`config.mk`:
```
export PLATFORM = sky130hd
export DESIGN_NAME = fetch_frontend
export DESIGN_NICKNAME = d
export VERILOG_FILES = /design/src/design/common.sv /design/src/design/fetch_frontend.sv /design/src/design/compressed.sv /design/src/design/fetch_aligner.sv /design/src/design/pipe_reg.sv
export SDC_FILE = /design/constraint.sdc
export NUM_CORES = 1
export LEC_CHECK = 0
export BUFFER_PORTS_ARGS = -buffer_cell sky130_fd_sc_hd__buf_2
export CAP_MARGIN = 25
export CELL_PAD_IN_SITES_DETAIL_PLACEMENT = 0
export CELL_PAD_IN_SITES_GLOBAL_PLACEMENT = 1
export CORE_MARGIN = 2
export CORE_UTILIZATION = 46
export DETAILED_ROUTE_END_ITERATION = 8
export GPL_ROUTABILITY_DRIVEN = 0
export PLACE_DENSITY = 0.81
export SYNTH_ARGS = -nofsm -noshare
export SYNTH_HDL_FRONTEND = slang
export SYNTH_SLANG_ARGS = --single-unit
```
`constraint.sdc`:
```
create_clock -name clk -period 3.2 [get_ports clk]
set_input_delay 0.48 -clock clk [delete_from_list [all_inputs] [get_ports clk]]
set_output_delay 0.48 -clock clk [all_outputs]
set_load 0.01 [all_outputs]
```
`src/design/common.sv`:
```
`default_nettype none

package common;

    localparam int INSTRUCTION_WIDTH = 32;
    localparam int XLEN              = 32;

    localparam logic [XLEN-1:0] RESET_PC = 32'h0000_0000;

    // Canonical addi x0, x0, 0
    localparam logic [INSTRUCTION_WIDTH-1:0] NOP_INSTRUCTION = 32'h0000_0013;

    // One memory word from the fetch stream
    typedef struct packed {
        logic [XLEN-1:0] addr;   // Word aligned
        logic [31:0]     data;   // Low halfword at lower address
    } fetch_word_t;

    // Instruction cut out of the stream, not yet expanded
    typedef struct packed {
        logic [XLEN-1:0]              pc;
        logic [INSTRUCTION_WIDTH-1:0] bits;   // Upper half only valid if 32-bit
    } aligned_instr_t;

    typedef struct packed {
        logic [XLEN-1:0]              pc;
        logic [INSTRUCTION_WIDTH-1:0] instruction;
        logic                         is_compressed;
        logic                         illegal;
    } expanded_instr_t;

endpackage

`default_nettype wire
```
`src/design/fetch_frontend.sv`:
```
`default_nettype none

module fetch_frontend import common::*; (
    input  wire logic            clk,
    input  wire logic            reset,
    input  wire logic            in_valid,
    input  wire fetch_word_t     in_word,
    output logic                 in_ready,
    output logic                 out_valid,
    output expanded_instr_t      out_instr,
    input  wire logic            out_ready
);

    logic                         word_valid;
    fetch_word_t                  word;
    logic                         word_ready;
    logic                         aln_valid;
    aligned_instr_t               aln_instr;
    logic                         aln_ready;
    logic                         exp_compressed;
    logic                         exp_illegal;
    logic [INSTRUCTION_WIDTH-1:0] exp_word;
    expanded_instr_t              exp_instr;

    pipe_reg #(.payload_t(fetch_word_t)) u_in_reg (
        .clk       (clk),
        .reset     (reset),
        .in_valid  (in_valid),
        .in_data   (in_word),
        .in_ready  (in_ready),
        .out_valid (word_valid),
        .out_data  (word),
        .out_ready (word_ready)
    );

    fetch_aligner u_aligner (
        .clk         (clk),
        .reset       (reset),
        .word_valid  (word_valid),
        .word        (word),
        .word_ready  (word_ready),
        .instr_valid (aln_valid),
        .instr       (aln_instr),
        .instr_ready (aln_ready)
    );

    compressed u_expand (
        .mem_instruction (aln_instr),
        .is_compressed   (exp_compressed),
        .illegal         (exp_illegal),
        .instruction     (exp_word)
    );

    assign exp_instr = '{pc: aln_instr.pc, instruction: exp_word,
                         is_compressed: exp_compressed, illegal: exp_illegal};

    pipe_reg #(.payload_t(expanded_instr_t)) u_out_reg (
        .clk       (clk),
        .reset     (reset),
        .in_valid  (aln_valid),
        .in_data   (exp_instr),
        .in_ready  (aln_ready),
        .out_valid (out_valid),
        .out_data  (out_instr),
        .out_ready (out_ready)
    );

endmodule

`default_nettype wire

```
`src/design/compressed.sv`:
```
`default_nettype none

module compressed import common::*; (
    input  wire aligned_instr_t           mem_instruction,
    output logic                          is_compressed,
    output logic                          illegal,
    output logic [INSTRUCTION_WIDTH-1:0]  instruction
);

    logic [15:0] c;
    logic [4:0]  rd;      // Full register field
    logic [4:0]  rs2;     // Full register field, also shamt
    logic [4:0]  rd_p;    // Compact x8..x15
    logic [4:0]  rs1_p;   // Compact x8..x15
    logic [11:0] imm_i;   // Sign extended 6-bit immediate
    logic [6:0]  off_w;   // C.LW / C.SW byte offset

    assign c     = mem_instruction.bits[15:0];
    assign rd    = c[11:7];
    assign rs2   = c[6:2];
    assign rd_p  = {2'b01, c[4:2]};
    assign rs1_p = {2'b01, c[9:7]};
    assign imm_i = {{6{c[12]}}, c[12], c[6:2]};
    assign off_w = {c[5], c[12:10], c[6], 2'b00};

    always_comb
    begin : compressed_expand
        is_compressed = 1'b1;
        illegal       = 1'b1;
        instruction   = NOP_INSTRUCTION;

        case (c[1:0])
            2'b11:
            begin
                is_compressed = 1'b0;
                illegal       = 1'b0;
                instruction   = mem_instruction.bits;
            end
            2'b00:
            begin
                if (c[15:13] == 3'b010)   // C.LW
                begin
                    illegal     = 1'b0;
                    instruction = {5'b0, off_w, rs1_p, 3'b010, rd_p, 7'b0000011};
                end
                else if (c[15:13] == 3'b110)   // C.SW
                begin
                    illegal     = 1'b0;
                    instruction = {5'b0, off_w[6:5], rd_p, rs1_p, 3'b010, off_w[4:0], 7'b0100011};
                end
            end
            2'b01:
            begin
                case (c[15:13])
                    3'b000:   // C.ADDI
                    begin
                        illegal     = 1'b0;
                        instruction = {imm_i, rd, 3'b000, rd, 7'b0010011};
                    end
                    3'b010:   // C.LI
                    begin
                        illegal     = 1'b0;
                        instruction = {imm_i, 5'b0, 3'b000, rd, 7'b0010011};
                    end
                    3'b011:   // C.LUI, rd 2 is C.ADDI16SP
                    begin
                        if (rd != 5'd2)
                        begin
                            illegal     = 1'b0;
                            instruction = {{8{imm_i[11]}}, imm_i, rd, 7'b0110111};
                        end
                    end
                    3'b100:
                    begin
                        illegal = 1'b0;
                        case (c[11:10])
                            2'b00:   // C.SRLI
                                instruction = {7'b0000000, rs2, rs1_p, 3'b101, rs1_p, 7'b0010011};
                            2'b01:   // C.SRAI
                                instruction = {7'b0100000, rs2, rs1_p, 3'b101, rs1_p, 7'b0010011};
                            2'b10:   // C.ANDI
                                instruction = {imm_i, rs1_p, 3'b111, rs1_p, 7'b0010011};
                            default:
                            begin
                                case (c[6:5])
                                    2'b00:   // C.SUB
                                        instruction = {7'b0100000, rd_p, rs1_p, 3'b000, rs1_p,
                                                       7'b0110011};
                                    2'b01:   // C.XOR
                                        instruction = {7'b0, rd_p, rs1_p, 3'b100, rs1_p, 7'b0110011};
                                    2'b10:   // C.OR
                                        instruction = {7'b0, rd_p, rs1_p, 3'b110, rs1_p, 7'b0110011};
                                    default:   // C.AND
                                        instruction = {7'b0, rd_p, rs1_p, 3'b111, rs1_p, 7'b0110011};
                                endcase
                            end
                        endcase
                        // RV32 has no shamt[5] and no word ALU ops
                        if (c[12] && c[11:10] != 2'b10)   // Bit 12 is the C.ANDI sign
                        begin
                            illegal     = 1'b1;
                            instruction = NOP_INSTRUCTION;
                        end
                    end
                    default: illegal = 1'b1;   // Jumps and branches
                endcase
            end
            2'b10:
            begin
                if (c[15:13] == 3'b000 && !c[12])   // C.SLLI
                begin
                    illegal     = 1'b0;
                    instruction = {7'b0000000, rs2, rd, 3'b001, rd, 7'b0010011};
                end
                else if (c[15:13] == 3'b100 && rs2 != 5'd0)
                begin
                    illegal = 1'b0;
                    if (c[12])   // C.ADD
                        instruction = {7'b0, rs2, rd, 3'b000, rd, 7'b0110011};
                    else         // C.MV
                        instruction = {7'b0, rs2, 5'b0, 3'b000, rd, 7'b0110011};
                end
            end
        endcase
    end

endmodule

`default_nettype wire

```
`src/design/fetch_aligner.sv`:
```
`default_nettype none

module fetch_aligner import common::*; (
    input  wire logic           clk,
    input  wire logic           reset,
    input  wire logic           word_valid,
    input  wire fetch_word_t    word,
    output logic                word_ready,
    output logic                instr_valid,
    output aligned_instr_t      instr,
    input  wire logic           instr_ready
);

    logic [2:0][15:0] hw_q;      // Oldest halfword in slot 0
    logic [2:0][15:0] hw_d;
    logic [1:0]       count_q;   // Halfwords held
    logic [1:0]       count_d;
    logic [XLEN-1:0]  pc_q;      // PC of slot 0
    logic [XLEN-1:0]  pc_d;
    logic [1:0]       remain;    // Count left after a consume
    logic             head_wide;
    logic             take;
    logic             load;

    assign head_wide = hw_q[0][1:0] == 2'b11;

    // A 32-bit instruction needs both halves present
    assign instr_valid = (count_q != 2'd0 && !head_wide) || count_q >= 2'd2;
    assign instr       = '{pc: pc_q, bits: {hw_q[1], hw_q[0]}};
    assign word_ready  = count_q <= 2'd1;

    assign take = instr_valid && instr_ready;
    assign load = word_valid && word_ready;

    always_comb
    begin
        hw_d   = hw_q;
        remain = count_q;
        pc_d   = pc_q;

        if (take)
        begin
            if (head_wide)
            begin
                hw_d[0] = hw_q[2];
                remain  = count_q - 2'd2;
                pc_d    = pc_q + XLEN'(4);
            end
            else
            begin
                hw_d[0] = hw_q[1];
                hw_d[1] = hw_q[2];
                remain  = count_q - 2'd1;
                pc_d    = pc_q + XLEN'(2);
            end
        end

        count_d = remain;

        // Remain is at most 1 here, so three slots always suffice
        if (load)
        begin
            count_d = remain + 2'd2;
            if (remain == 2'd0)
            begin
                hw_d[0] = word.data[15:0];
                hw_d[1] = word.data[31:16];
                pc_d    = word.addr;   // Empty buffer restarts at the word
            end
            else
            begin
                hw_d[1] = word.data[15:0];
                hw_d[2] = word.data[31:16];
            end
        end
    end

    always_ff @(posedge clk)
    begin
        if (reset)
        begin
            count_q <= 2'd0;
            pc_q    <= RESET_PC;
        end
        else
        begin
            count_q <= count_d;
            pc_q    <= pc_d;
        end
    end

    always_ff @(posedge clk)
    begin
        hw_q <= hw_d;
    end

endmodule

`default_nettype wire

```
`src/design/pipe_reg.sv`:
```
`default_nettype none

module pipe_reg #(
    parameter type payload_t = logic [31:0]
) (
    input  wire logic     clk,
    input  wire logic     reset,
    input  wire logic     in_valid,
    input  wire payload_t in_data,
    output logic          in_ready,
    output logic          out_valid,
    output payload_t      out_data,
    input  wire logic     out_ready
);

    logic load;

    assign in_ready = !out_valid || out_ready;   // Empty or draining now
    assign load     = in_valid && in_ready;

    always_ff @(posedge clk)
    begin
        if (reset)
        begin
            out_valid <= 1'b0;
        end
        else if (in_ready)
        begin
            out_valid <= in_valid;
        end
    end

    // Payload only moves on an accepted transfer
    always_ff @(posedge clk)
    begin
        if (load)
        begin
            out_data <= in_data;
        end
    end

endmodule

`default_nettype wire

```
==> results of run 1 <==
-- per-stage QoR --
step                      hold slack [ns]  instances  instance area [µm²]  power (µW)  utilization [%]
after floorplan                     0.408        767                 9140        7070                -
final                               0.136       1184                10900       11000             56.0
after global routing                0.122       1184                10900       11700             56.0
after detailed placement            0.421       1140                10100        8440             52.1
after CTS                           0.123       1184                10900       11100             56.0
after global placement              0.411       1140                10100        8400             52.1
-- worst max-delay path by stage --
| stage | slack (ns) | depth (start not counted) | end |
|---|---|---|---|
| after floorplan | 0.24 | 8 | u_aligner.instr[2]$_DFF_P_ |
| after global placement | 0.59 | 7 | u_aligner.pc_q[31]$_SDFF_PP0_ |
| after detailed placement | 0.48 | 8 | u_aligner.pc_q[11]$_SDFF_PP0_ |
| after CTS | 0.48 | 8 | u_aligner.pc_q[11]$_SDFF_PP0_ |
| after global routing | 0.26 | 8 | u_aligner.instr[26]$_DFFE_PP_ |
| final | 0.45 | 8 | u_aligner.pc_q[11]$_SDFF_PP0_ |
-- state kept, by name, summed over array words and instances, names as in the netlist --
register	count
u_aligner.hw_q	16
u_aligner.count_q	2
u_in_reg.out_data	64
u_aligner.pc_q	32
u_aligner.instr	32
u_in_reg.out_valid	1
u_out_reg.out_valid	1
u_out_reg.out_data	66
-- cell families after synthesis --
group,after synthesis,share of synthesized area [%]
and+or+nand+nor,241,12.3
DFF,214,64.6
AOI/OAI and AO/OA,203,15.2
buffers and inverters,61,2.65
xor gates and xnor gates,21,2.01
muxes,18,2.01
adders and majority gates,9,1.23
-- power by group through the flow --
| stage | Combinational (µW) | Clock [µW] | Sequential, µW |
|---|---|---|---|
| floorplan | 2210 | 0 | 4870 |
| global placement | 3510 | 0 | 4890 |
| detailed placement | 3550 | 0 | 4900 |
| CTS | 3560 | 2670 | 4850 |
| global route | 3940 | 2790 | 4960 |
| finish | 3550 | 2630 | 4850 |
-- synth_stat cells (4+ instances only) --
cell / number
xor2_1: 7
nand2b_1: 11
xnor2_1: 14
ha_1: 9
a21o_1: 4
buf_1: 6
o31ai_1: 10
clkbuf_1: 29
a22oi_1: 21
buf_2: 11
o211ai_1: 8
a21oi_1: 40
nor3b_1: 5
nand2_1: 85
nand3_1: 8
dfxtp_1: 52
o21ai_0: 44
nor3_1: 11
nand4_1: 11
inv_1: 15
or2_2: 4
edfxtp_1: 162
and2_1: 5
mux2i_1: 15
a211oi_1: 30
a31oi_1: 6
nor2_1: 77
a2bb2oi_1: 6
-- layout make-up --
class                      count  area (µm²)
clock buffer                  30         633
clock inverter                14         130
fill                        1662        8560
inverter                      15        56.3
multi-input combinational    492        3020
sequential                   214        5910
tap                          265         332
timing repair buffer         154         831
-- layer usage --
| metal | global-route usage (%) | up-vias |
|---|---|---|
| met5 | 0 | - |
| met2 | 29.1 | 256 |
| met3 | 3.77 | 34 |
| li1 | - | 3147 |
| met1 | 29.1 | 3080 |
| met4 | 4.65 | 0 |
==> qor.csv, run 1 <==
stage,metric,value,unit
clock_network,cts_buffers,24,
synthesis,synth_cell_type_count,72,
detailed_routing,num_vias,6517,
synthesis,syn_area,0.00914,mm²
placement,port_buffers,135,
setup_path,crit_family,compound AO/OA/AOI/OAI gates,
floorplan,core_region_area,0.0195,mm²
sta,rsz0062_at_grt,no,
sta,finalSetupTns,0,ns
global_route,grt_max_degree,59,
synthesis,synth_edf_count,162,
hold_path,min_to,u_in_reg.out_data[56]$_DFFE_PP_,
pwr,power.density,1010,mW/mm²
detailed_routing,dr_wl_met3,1600,µm
sta,period_share,85.9,%
detailed_routing,wl_met1,9700,µm
pwr,p_leak,0.00406,µW
sta,finalWorstSetupSlack,0.451,ns
outcome,status,"finished, final reports clean",
clock_network,clockBufferDepth,3,
floorplan,io_pins,136,
clock_network,cts_sinks,214,
synthesis,syn_avg_cell_area,11.9,µm²
global_route,grt_overflow,0,
synthesis,netlist_instances,767,
clock_network,htree_levels,1,
clock_network,clk_latency,0.52,ns
synthesis,synth_top_area_cell,edfxtp_1,
setup_path,cp-start-kind,flip-flop,
hold_path,hold_depth,1,
setup_path,crit_path_end_kind,flip-flop,
pwr,power.switching,3940,µW
clock_network,cts_resized,0,
setup_path,reg2reg_slack,0.45,ns
global_route,antenna_found_initial,0,
pwr,sw_frac_of_total,35.7,%
clock_network,cts-root-buf,clkbuf_16,
setup_path,path_class,flip-flop to flip-flop,
finish,final_nets,978,
hold_path,hp-class,input port to flip-flop,
detailed_routing,met2_length,9060,µm
detailed_routing,drc,0,
setup_path,crit_slowest_cell,dfxtp_1,
synthesis,synth_area_leaders,"edfxtp_1, dfxtp_1, nand2_1, nor2_1, a211oi_1",
floorplan,die_x,145,µm
detailed_routing,viasPerCell,5.50,
pwr,p_comb_share,32.2,%
finish,layout_commonest_cell,edfxtp_1,
placement,hpwlAfterDp,14100,µm
clock_network,cts-hold-fix-buffers,0,
setup_path,cp_max_fo,22,
pwr,internal_power,7090,µW
finish,most-common-layout-cells,"edfxtp_1, buf_2, nand2_1",
detailed_routing,ant_nets,0,
floorplan,start_util,47.0,%
clock_network,clkSlewWorstSetupHoldPaths,0.06,ns
detailed_routing,dr.pass1.iters,4,
synthesis,netlist.area_leader.share,53.2,%
synthesis,ys_ff_latch,214,
sta,fmax,0.364,GHz
finish,diodes,0,
setup_path,worstPathArrival,3.16,ns
detailed_routing,wl,20700,µm
sta,worst_slew_pin_slew,0.810,ns
pwr,vdd_ir_drop_max,0.576,mV
setup_path,crit_path_start,u_aligner.count_q[0]$_SDFF_PP0_,
finish,drive_gt1_share,23.3,%
detailed_routing,drtIter0Drc,465,
setup_path,slowest_delay,0.47,ns
synthesis,syn_nets,844,
synthesis,ys_seq_area_share,64.6,%
setup_path,path_buf_inv,2,
sta,finClkSkew,0.0119,ns
floorplan,dieArea,0.0210,mm²
global_route,first_global_vias,6099,
sta,final_hold_viol_count,0,
clock_network,tritoncts,built,
finish,syn_to_final_growth,19.2,%
job,cap_viol_max_count,0,
pwr,p_clk_share,23.8,%
sta,finalSetupViolations,0,
synthesis,ys_async_sr_fraction,0,%
sta,finalMaxSlewViolations,0,
sta,period_minus_slack,2.75,ns
setup_path,worstReg2RegEnd,u_aligner.pc_q[11]$_SDFF_PP0_,
hold_path,min-delay-start,in_word[56],
setup_path,required,3.61,ns
detailed_routing,wire_per_inst,17.5,µm
pwr,sequentialPowerShare,44.0,%
setup_path,path_cells,inv_1 > ha_1 > nor3b_1 > a311o_1 > o211ai_4 > buf_4 > nor2_1 > a211oi_1,
setup_path,worstReg2RegStart,u_aligner.count_q[0]$_SDFF_PP0_,
global_route,grtUsageTotal,19.4,%
setup_path,worst-r2r-cell-count,8,
synthesis,ys_warn_count,0,
floorplan,rows,51,
detailed_routing,route.top_layer_used,met4,
synthesis,synthFlopType,edfxtp_1,
global_route,grt_pass1_wl,33100,µm
floorplan,die_y,145,µm
placement,dp_slack,0.476,ns
clock_network,postCtsSetupRepairBufs,0,
sta,slew_headroom,45.9,%
(Power assumes the default switching activity.)
==> run 2: changes to the inputs <==
clock period = 2.7 ns   (was 3.2 ns; I/O delays follow)
==> run 2 against run 1 <==
  * Critical path depth did not move
  * Cell count rose by 0.42%
  * Non-clock buffer count rose by 10
  * Critical endpoint is now u_aligner.pc_q[21]$_SDFF_PP0_
  * Core utilization rose by 0.37 points
  * Largest power group unchanged
  * Die area did not move
==> qor.csv, run 2 (synthesis results as in run 1) <==
stage,metric,value,unit,change
sta,finalSetupTns,0,ns,unchanged
hold_path,hp-class,input port to flip-flop,,
finish,drive_gt1_share,24.0,%,+0.74 points
finish,syn_to_final_growth,20.0,%,
detailed_routing,ant_nets,0,,unchanged
setup_path,path_class,flip-flop to flip-flop,,
pwr,sw_frac_of_total,35.6,%,-0.17 points
pwr,total_power,13000,µW,+18%
clock_network,cts_sinks,214,,unchanged
setup_path,path_buf_inv,2,,unchanged
global_route,first_global_vias,6126,,+0.44%
finish,final_nets,986,,+0.82%
sta,finalMaxSlewViolations,0,,unchanged
detailed_routing,viasPerCell,5.49,,-0.30%
floorplan,io_pins,136,,unchanged
setup_path,path_cells,inv_1 > ha_1 > nor3b_1 > a311o_1 > o211ai_4 > buf_12 > nor2_1 > a311oi_2,,
clock_network,clkSlewWorstSetupHoldPaths,0.06,ns,about the same
floorplan,start_util,47.0,%,unchanged
sta,period_share,89.9,%,+4.0 points
pwr,vdd_ir_drop_max,0.600,mV,+4.1%
floorplan,die_y,145,µm,unchanged
outcome,status,"finished, final reports clean",,
clock_network,cts-root-buf,clkbuf_16,,
clock_network,postCtsSetupRepairBufs,0,,unchanged
setup_path,cp_max_fo,53,,+140%
pwr,power.density,1190,mW/mm²,+17%
finish,largestRegisters,"u_out_reg.out_data: 66 flops, u_in_reg.out_data: 64 flops",,
floorplan,dieArea,0.0210,mm²,unchanged
setup_path,required,3.10,ns,-0.51 ns
finish,regMostFlops,u_out_reg.out_data,,
detailed_routing,drc,0,,unchanged
detailed_routing,dr.pass1.iters,6,,+2
sta,slew_headroom,48.1,%,+2.2 points
detailed_routing,wire_per_inst,17.6,µm,+0.61%
setup_path,reg2reg_slack,0.27,ns,-0.18 ns
placement,port_buffers,135,,unchanged
setup_path,slowest_delay,0.50,ns,+0.03 ns
sta,fmax,0.412,GHz,+13%
setup_path,crit_family,compound AO/OA/AOI/OAI gates,,
pwr,power.switching,4630,µW,+18%
pwr,p_leak,0.00409,µW,+0.77%
global_route,grt_max_degree,54,,-8.5%
detailed_routing,drtIter0Drc,637,,+37%
global_route,grtUsageTotal,19.8,%,+0.36 points
pwr,sequentialPowerShare,43.8,%,-0.2 points
setup_path,crit_path_end_kind,flip-flop,,
pwr,internal_power,8400,µW,+19%
global_route,antenna_found_initial,0,,unchanged
sta,finClkSkew,0.0121,ns,+0.000221 ns
floorplan,die_x,145,µm,unchanged
setup_path,crit_slowest_cell,dfxtp_1,,
detailed_routing,wl,20900,µm,+1.0%
sta,rsz0062_at_grt,no,,
setup_path,worstPathArrival,2.83,ns,-0.33 ns
clock_network,clk_latency,0.50,ns,-0.02 ns
floorplan,rows,51,,unchanged
floorplan,core_region_area,0.0195,mm²,unchanged
clock_network,clockBufferDepth,3,,unchanged
sta,final_hold_viol_count,0,,unchanged
sta,finalSetupViolations,0,,unchanged
pwr,p_comb_share,34.3,%,+2.1 points
finish,layout_commonest_cell,edfxtp_1,,
pwr,p_clk_share,21.9,%,-1.9 points
clock_network,cts_resized,0,,unchanged
detailed_routing,num_vias,6525,,+0.12%
global_route,grt_pass1_wl,33500,µm,+1.5%
finish,largest_register_ffs,66,,unchanged
finish,diodes,0,,unchanged
finish,most-common-layout-cells,"edfxtp_1, buf_2, nand2_1",,
setup_path,cp-start-kind,flip-flop,,
clock_network,htree_levels,1,,unchanged
placement,hpwlAfterDp,14200,µm,+0.80%
job,cap_viol_max_count,0,,unchanged
global_route,grt_overflow,0,,unchanged
clock_network,cts-hold-fix-buffers,0,,unchanged
sta,worst_slew_pin_slew,0.779,ns,-0.0310 ns
clock_network,cts_buffers,22,,-8.3%
sta,period_minus_slack,2.43,ns,-0.322 ns
clock_network,tritoncts,built,,
## run 2: cell count changes in the layout (fill, tap and decap cells not counted), sizes merged
cell      before  now
clkbuf        30   32
clkinv        10    6
clkinvlp       2    1
inv           15   14
buf          154  164
bufinv         2    1
## run 2: worst register-to-register path, stage by stage, from the launching register on
cell      delay [ns]
dfxtp_1         0.50
inv_1           0.12
ha_1            0.22
nor3b_1         0.19
a311o_1         0.44
o211ai_4        0.22
buf_12          0.25
nor2_1          0.12
a311oi_2        0.26
## run 2: path summary, 6_finish.rpt
path                                                       from                               end  cells past startpoint
worst max register to register  u_aligner.count_q[1]$_SDFF_PP0_     u_aligner.pc_q[21]$_SDFF_PP0_                      8
worst min-delay path                                in_word[29]   u_in_reg.out_data[29]$_DFFE_PP_                      1
worst max-delay path            u_aligner.count_q[1]$_SDFF_PP0_     u_aligner.pc_q[21]$_SDFF_PP0_                      8
worst min register to register    u_aligner.pc_q[31]$_SDFF_PP0_  u_out_reg.out_data[65]$_DFFE_PP_                      0
## run 2: power by group through the flow
stage | Combinational [µW] | Sequential [µW] | Clock [µW]
after floorplan | 2650 | 5760 | 0
after global placement | 4410 | 5740 | 0
after CTS | 4470 | 5710 | 2930
final | 4470 | 5710 | 2860
after global routing | 4920 | 5840 | 3070
after detailed placement | 4440 | 5760 | 0
## run 2: area by class of cell
cell class,count,area (µm²)
tap,265,332
multi-input combinational,492,3040
inverter,15,62.6
sequential,214,5910
timing repair buffer,164,956
clock buffer,32,619
clock inverter,7,61.3
fill,1631,8490
## run 2: per-layer routing
layer / up-vias / wire length (µm) / global-route usage, %
met4: 0 / 518 / 5.54
met1: 3075 / 9930 / 30.0
li1: 3155 / - / -
met2: 255 / 9100 / 29.0
met3: 40 / 1380 / 3.74
met5: - / 0 / 0
## run 2: per-stage QoR
step	setup WS (ns)	area (µm²)	cells	hold slack (ns)	util [%]
CTS	0.274	11000	1189	0.0584	56.4
detailed placement	0.309	10300	1150	0.420	52.9
global placement	0.378	10300	1150	0.416	52.9
finish	0.274	11000	1189	0.0776	56.4
floorplan	0.00252	9180	767	0.408	-
global route	0.0662	11000	1189	0.0553	56.4
==> run 3: changes to the inputs <==
ABC_AREA = 1   (was unset)
CORE_UTILIZATION = 44   (was 46)
RECOVER_POWER = 25   (was unset)
==> run 3 against run 2 <==
  * Non-clock buffer count shrank 9
  * Core utilization shrank 3.0 points
  * Synthesized cell count grew 26%
  * Combinational power is essentially flat
  * Area after synthesis grew 1.6%
  * Critical path depth grew 4
  * Fmax grew 0.25%
  * Cell count grew 18%
  * Via count grew 8.7%
  * Die area grew 6.1%
  * Sequential power grew 4.6%
  * Clock power grew 13%
  * Critical path type unchanged
  * Critical endpoint is now u_aligner.pc_q[24]$_SDFF_PP0_
  * Largest power group unchanged
==> qor.csv, run 3 <==
stage,metric,value,unit,change
clock_network,cts-root-buf,clkbuf_16,,
setup_path,required,3.10,ns,about the same
detailed_routing,wl,21700,µm,+3.7%
global_route,grt_pass1_wl,34500,µm,+3.0%
setup_path,path_class,flip-flop to flip-flop,,
finish,largestRegisters,"u_out_reg.out_data: 66 flops, u_in_reg.out_data: 64 flops",,
floorplan,die_x,149,µm,+3.0%
finish,drive_gt1_share,18.1,%,-5.9 points
clock_network,clkSlewWorstSetupHoldPaths,0.06,ns,about the same
sta,fmax,0.413,GHz,+0.25%
setup_path,cp-start-kind,flip-flop,,
finish,utilization,53.4,%,-3.0 points
floorplan,rows,53,,+3.9%
synthesis,synth_area_leaders,"edfxtp_1, dfxtp_1, nand2_1, o21ai_0, nor2_1",,
global_route,grtUsageTotal,19.5,%,-0.24 points
detailed_routing,wire_per_inst,15.4,µm,-12%
synthesis,netlist.area_leader.share,52.3,%,-0.85 points
finish,fillers,1932,,+18%
placement,placed_cells,1357,,+18%
floorplan,io_pins,136,,unchanged
detailed_routing,num_vias,7095,,+8.7%
sta,worst_slew_pin_slew,0.849,ns,+0.0704 ns
synthesis,synth_top_area_cell,edfxtp_1,,
floorplan,core_region_area,0.0209,mm²,+7.3%
sta,slew_headroom,43.3,%,-4.8 points
clock_network,tritoncts,built,,
sta,period_share,89.6,%,-0.23 points
pwr,p_leak,0.00469,µW,+15%
sta,finalMaxSlewViolations,0,,unchanged
sta,rsz0062_at_grt,no,,
pwr,power.density,1230,mW/mm²,+3.3%
hold_path,hp-class,input port to flip-flop,,
finish,final_cell_count_no_fill,1406,,+18%
synthesis,ys_async_sr_fraction,0,%,unchanged
detailed_routing,viasPerCell,5.05,,-8.0%
sta,finClkSkew,0.0113,ns,-0.000724 ns
finish,layout_commonest_cell,nand2_1,,
detailed_routing,drtIter0Drc,680,,+6.8%
global_route,grt_overflow,0,,unchanged
clock_network,clk_latency,0.52,ns,+0.02 ns
finish,diodes,0,,unchanged
synthesis,syn_avg_cell_area,9.65,µm²,-19%
floorplan,dieArea,0.0223,mm²,+6.1%
floorplan,start_util,44.5,%,-2.5 points
sta,final_hold_viol_count,0,,unchanged
setup_path,crit_path_end_kind,flip-flop,,
synthesis,synth_cell_type_count,36,,-50%
synthesis,synth_edf_count,162,,unchanged
synthesis,ys_ff_latch,214,,unchanged
synthesis,ys_warn_count,0,,unchanged
detailed_routing,drc,0,,unchanged
synthesis,netlist_instances,963,,+26%
finish,largest_register_ffs,66,,unchanged
sta,period_minus_slack,2.42,ns,-0.00614 ns
pwr,total_power,13700,µW,+5.0%
synthesis,synthFlopType,edfxtp_1,,
global_route,grt_max_degree,59,,+9.3%
sta,timing.hold.ws,0.0648,ns,-0.0128 ns
global_route,first_global_vias,6537,,+6.7%
finish,syn_to_final_growth,20.1,%,about the same
synthesis,syn_nets,1040,,+23%
synthesis,netlist_top_cells_count,"nand2_1, edfxtp_1, nor2_1, inv_1, o21ai_0",,
synthesis,syn_area,0.00929,mm²,+1.6%
clock_network,clockBufferDepth,3,,unchanged
placement,port_buffers,135,,unchanged
global_route,antenna_found_initial,0,,unchanged
clock_network,cts_sinks,214,,unchanged
clock_network,htree_levels,1,,unchanged
clock_network,cts_buffers,24,,+9.1%
floorplan,die_y,149,µm,+3.0%
outcome,status,"finished, final reports clean",,
synthesis,ys_seq_area_share,63.6,%,-1.0 points
setup_path,worstPathArrival,2.83,ns,about the same
setup_path,cp_max_fo,24,,-55%
pwr,vdd_ir_drop_max,0.617,mV,+2.9%
clock_network,cts-hold-fix-buffers,0,,unchanged
placement,hpwlAfterDp,15400,µm,+8.3%
job,cap_viol_max_count,0,,unchanged
detailed_routing,dr.pass1.iters,8,,+2
finish,most-common-layout-cells,"nand2_1, edfxtp_1, buf_2",,
sta,finalSetupTns,0,ns,unchanged
detailed_routing,ant_nets,0,,unchanged
sta,finalSetupViolations,0,,unchanged
finish,final_nets,1190,,+21%
synthesis,yosysMostFrequentCell,nand2_1,,
finish,regMostFlops,u_out_reg.out_data,,
-- run 3: worst paths after layout --
kind | to | slack, ns | cells past startpoint | start
max | u_aligner.pc_q[24]$_SDFF_PP0_ | 0.28 | 12 | u_aligner.count_q[1]$_SDFF_PP0_
min | u_in_reg.out_data[57]$_DFFE_PP_ | 0.06 | 1 | in_word[57]
max reg2reg | u_aligner.pc_q[24]$_SDFF_PP0_ | 0.28 | 12 | u_aligner.count_q[1]$_SDFF_PP0_
min reg2reg | u_aligner.hw_q[42]$_DFFE_PP_ | 0.45 | 0 | u_in_reg.out_data[26]$_DFFE_PP_
-- run 3: stage by stage --
step	cell area (µm²)	worst slack (ns)
after global placement	10300	0.359
after global routing	11200	0.0346
after detailed placement	10300	0.246
after floorplan	9290	0.200
final	11200	0.280
after CTS	11100	0.214
-- run 3: timing repair --
action / 4_1_cts / 5_1_grt
gates resized for setup: 0 / 1
endpoints found under the setup margin: 0 / 2
setup buffers: 0 / 5
-- run 3: cell families (layout without fill, tap and decap cells) --
family,after synthesis,after routing,share of synthesized area (%)
adders and majority gates,9,9,1.21
buffers and inverters,131,299,5.67
DFF,214,214,63.6
xor gates and xnor gates,15,15,1.41
AOI/OAI and AO/OA,144,144,8.27
and+or+nand+nor,450,450,19.9
-- run 3: per-layer routing --
layer | track usage, % | vias to the layer above | part of all wire, %
li1 | - | 3538 | -
met1 | 32.1 | 3237 | 51
met2 | 26.5 | 285 | 40
met3 | 2.87 | 35 | 6.9
met4 | 5.14 | 0 | 2.1
met5 | 0 | - | 0
-- run 3: worst max-delay path: stages, from the launching register on --
cell and delay (ns):
dfxtp_1 0.41, inv_1 0.11, ha_1 0.19, inv_1 0.06, nand2_2 0.07, a21oi_4 0.16, buf_4 0.33, nand2_1 0.28
nor2_2 0.27, nand2_1 0.13, xnor2_1 0.15, nor2_1 0.09, nor2_1 0.04
-- run 3: layout make-up --
class	count	area, µm²	area share [%]
clock buffer	28	626	5.61
clock inverter	16	174	1.56
inverter	100	375	3.36
multi-input combinational	618	2870	25.7
sequential	214	5910	52.9
tap	275	344	3.08
timing repair buffer	155	862	7.73
-- run 3: power by group --
part | switching (µW) | internal (µW) | leakage, µW | total, µW
logic | 3000 | 1480 | 0.00229 | 4490
registers | 788 | 5180 | 0.00202 | 5970
clock network | 1280 | 1950 | 0.000385 | 3230
total | 5070 | 8610 | 0.00469 | 13700
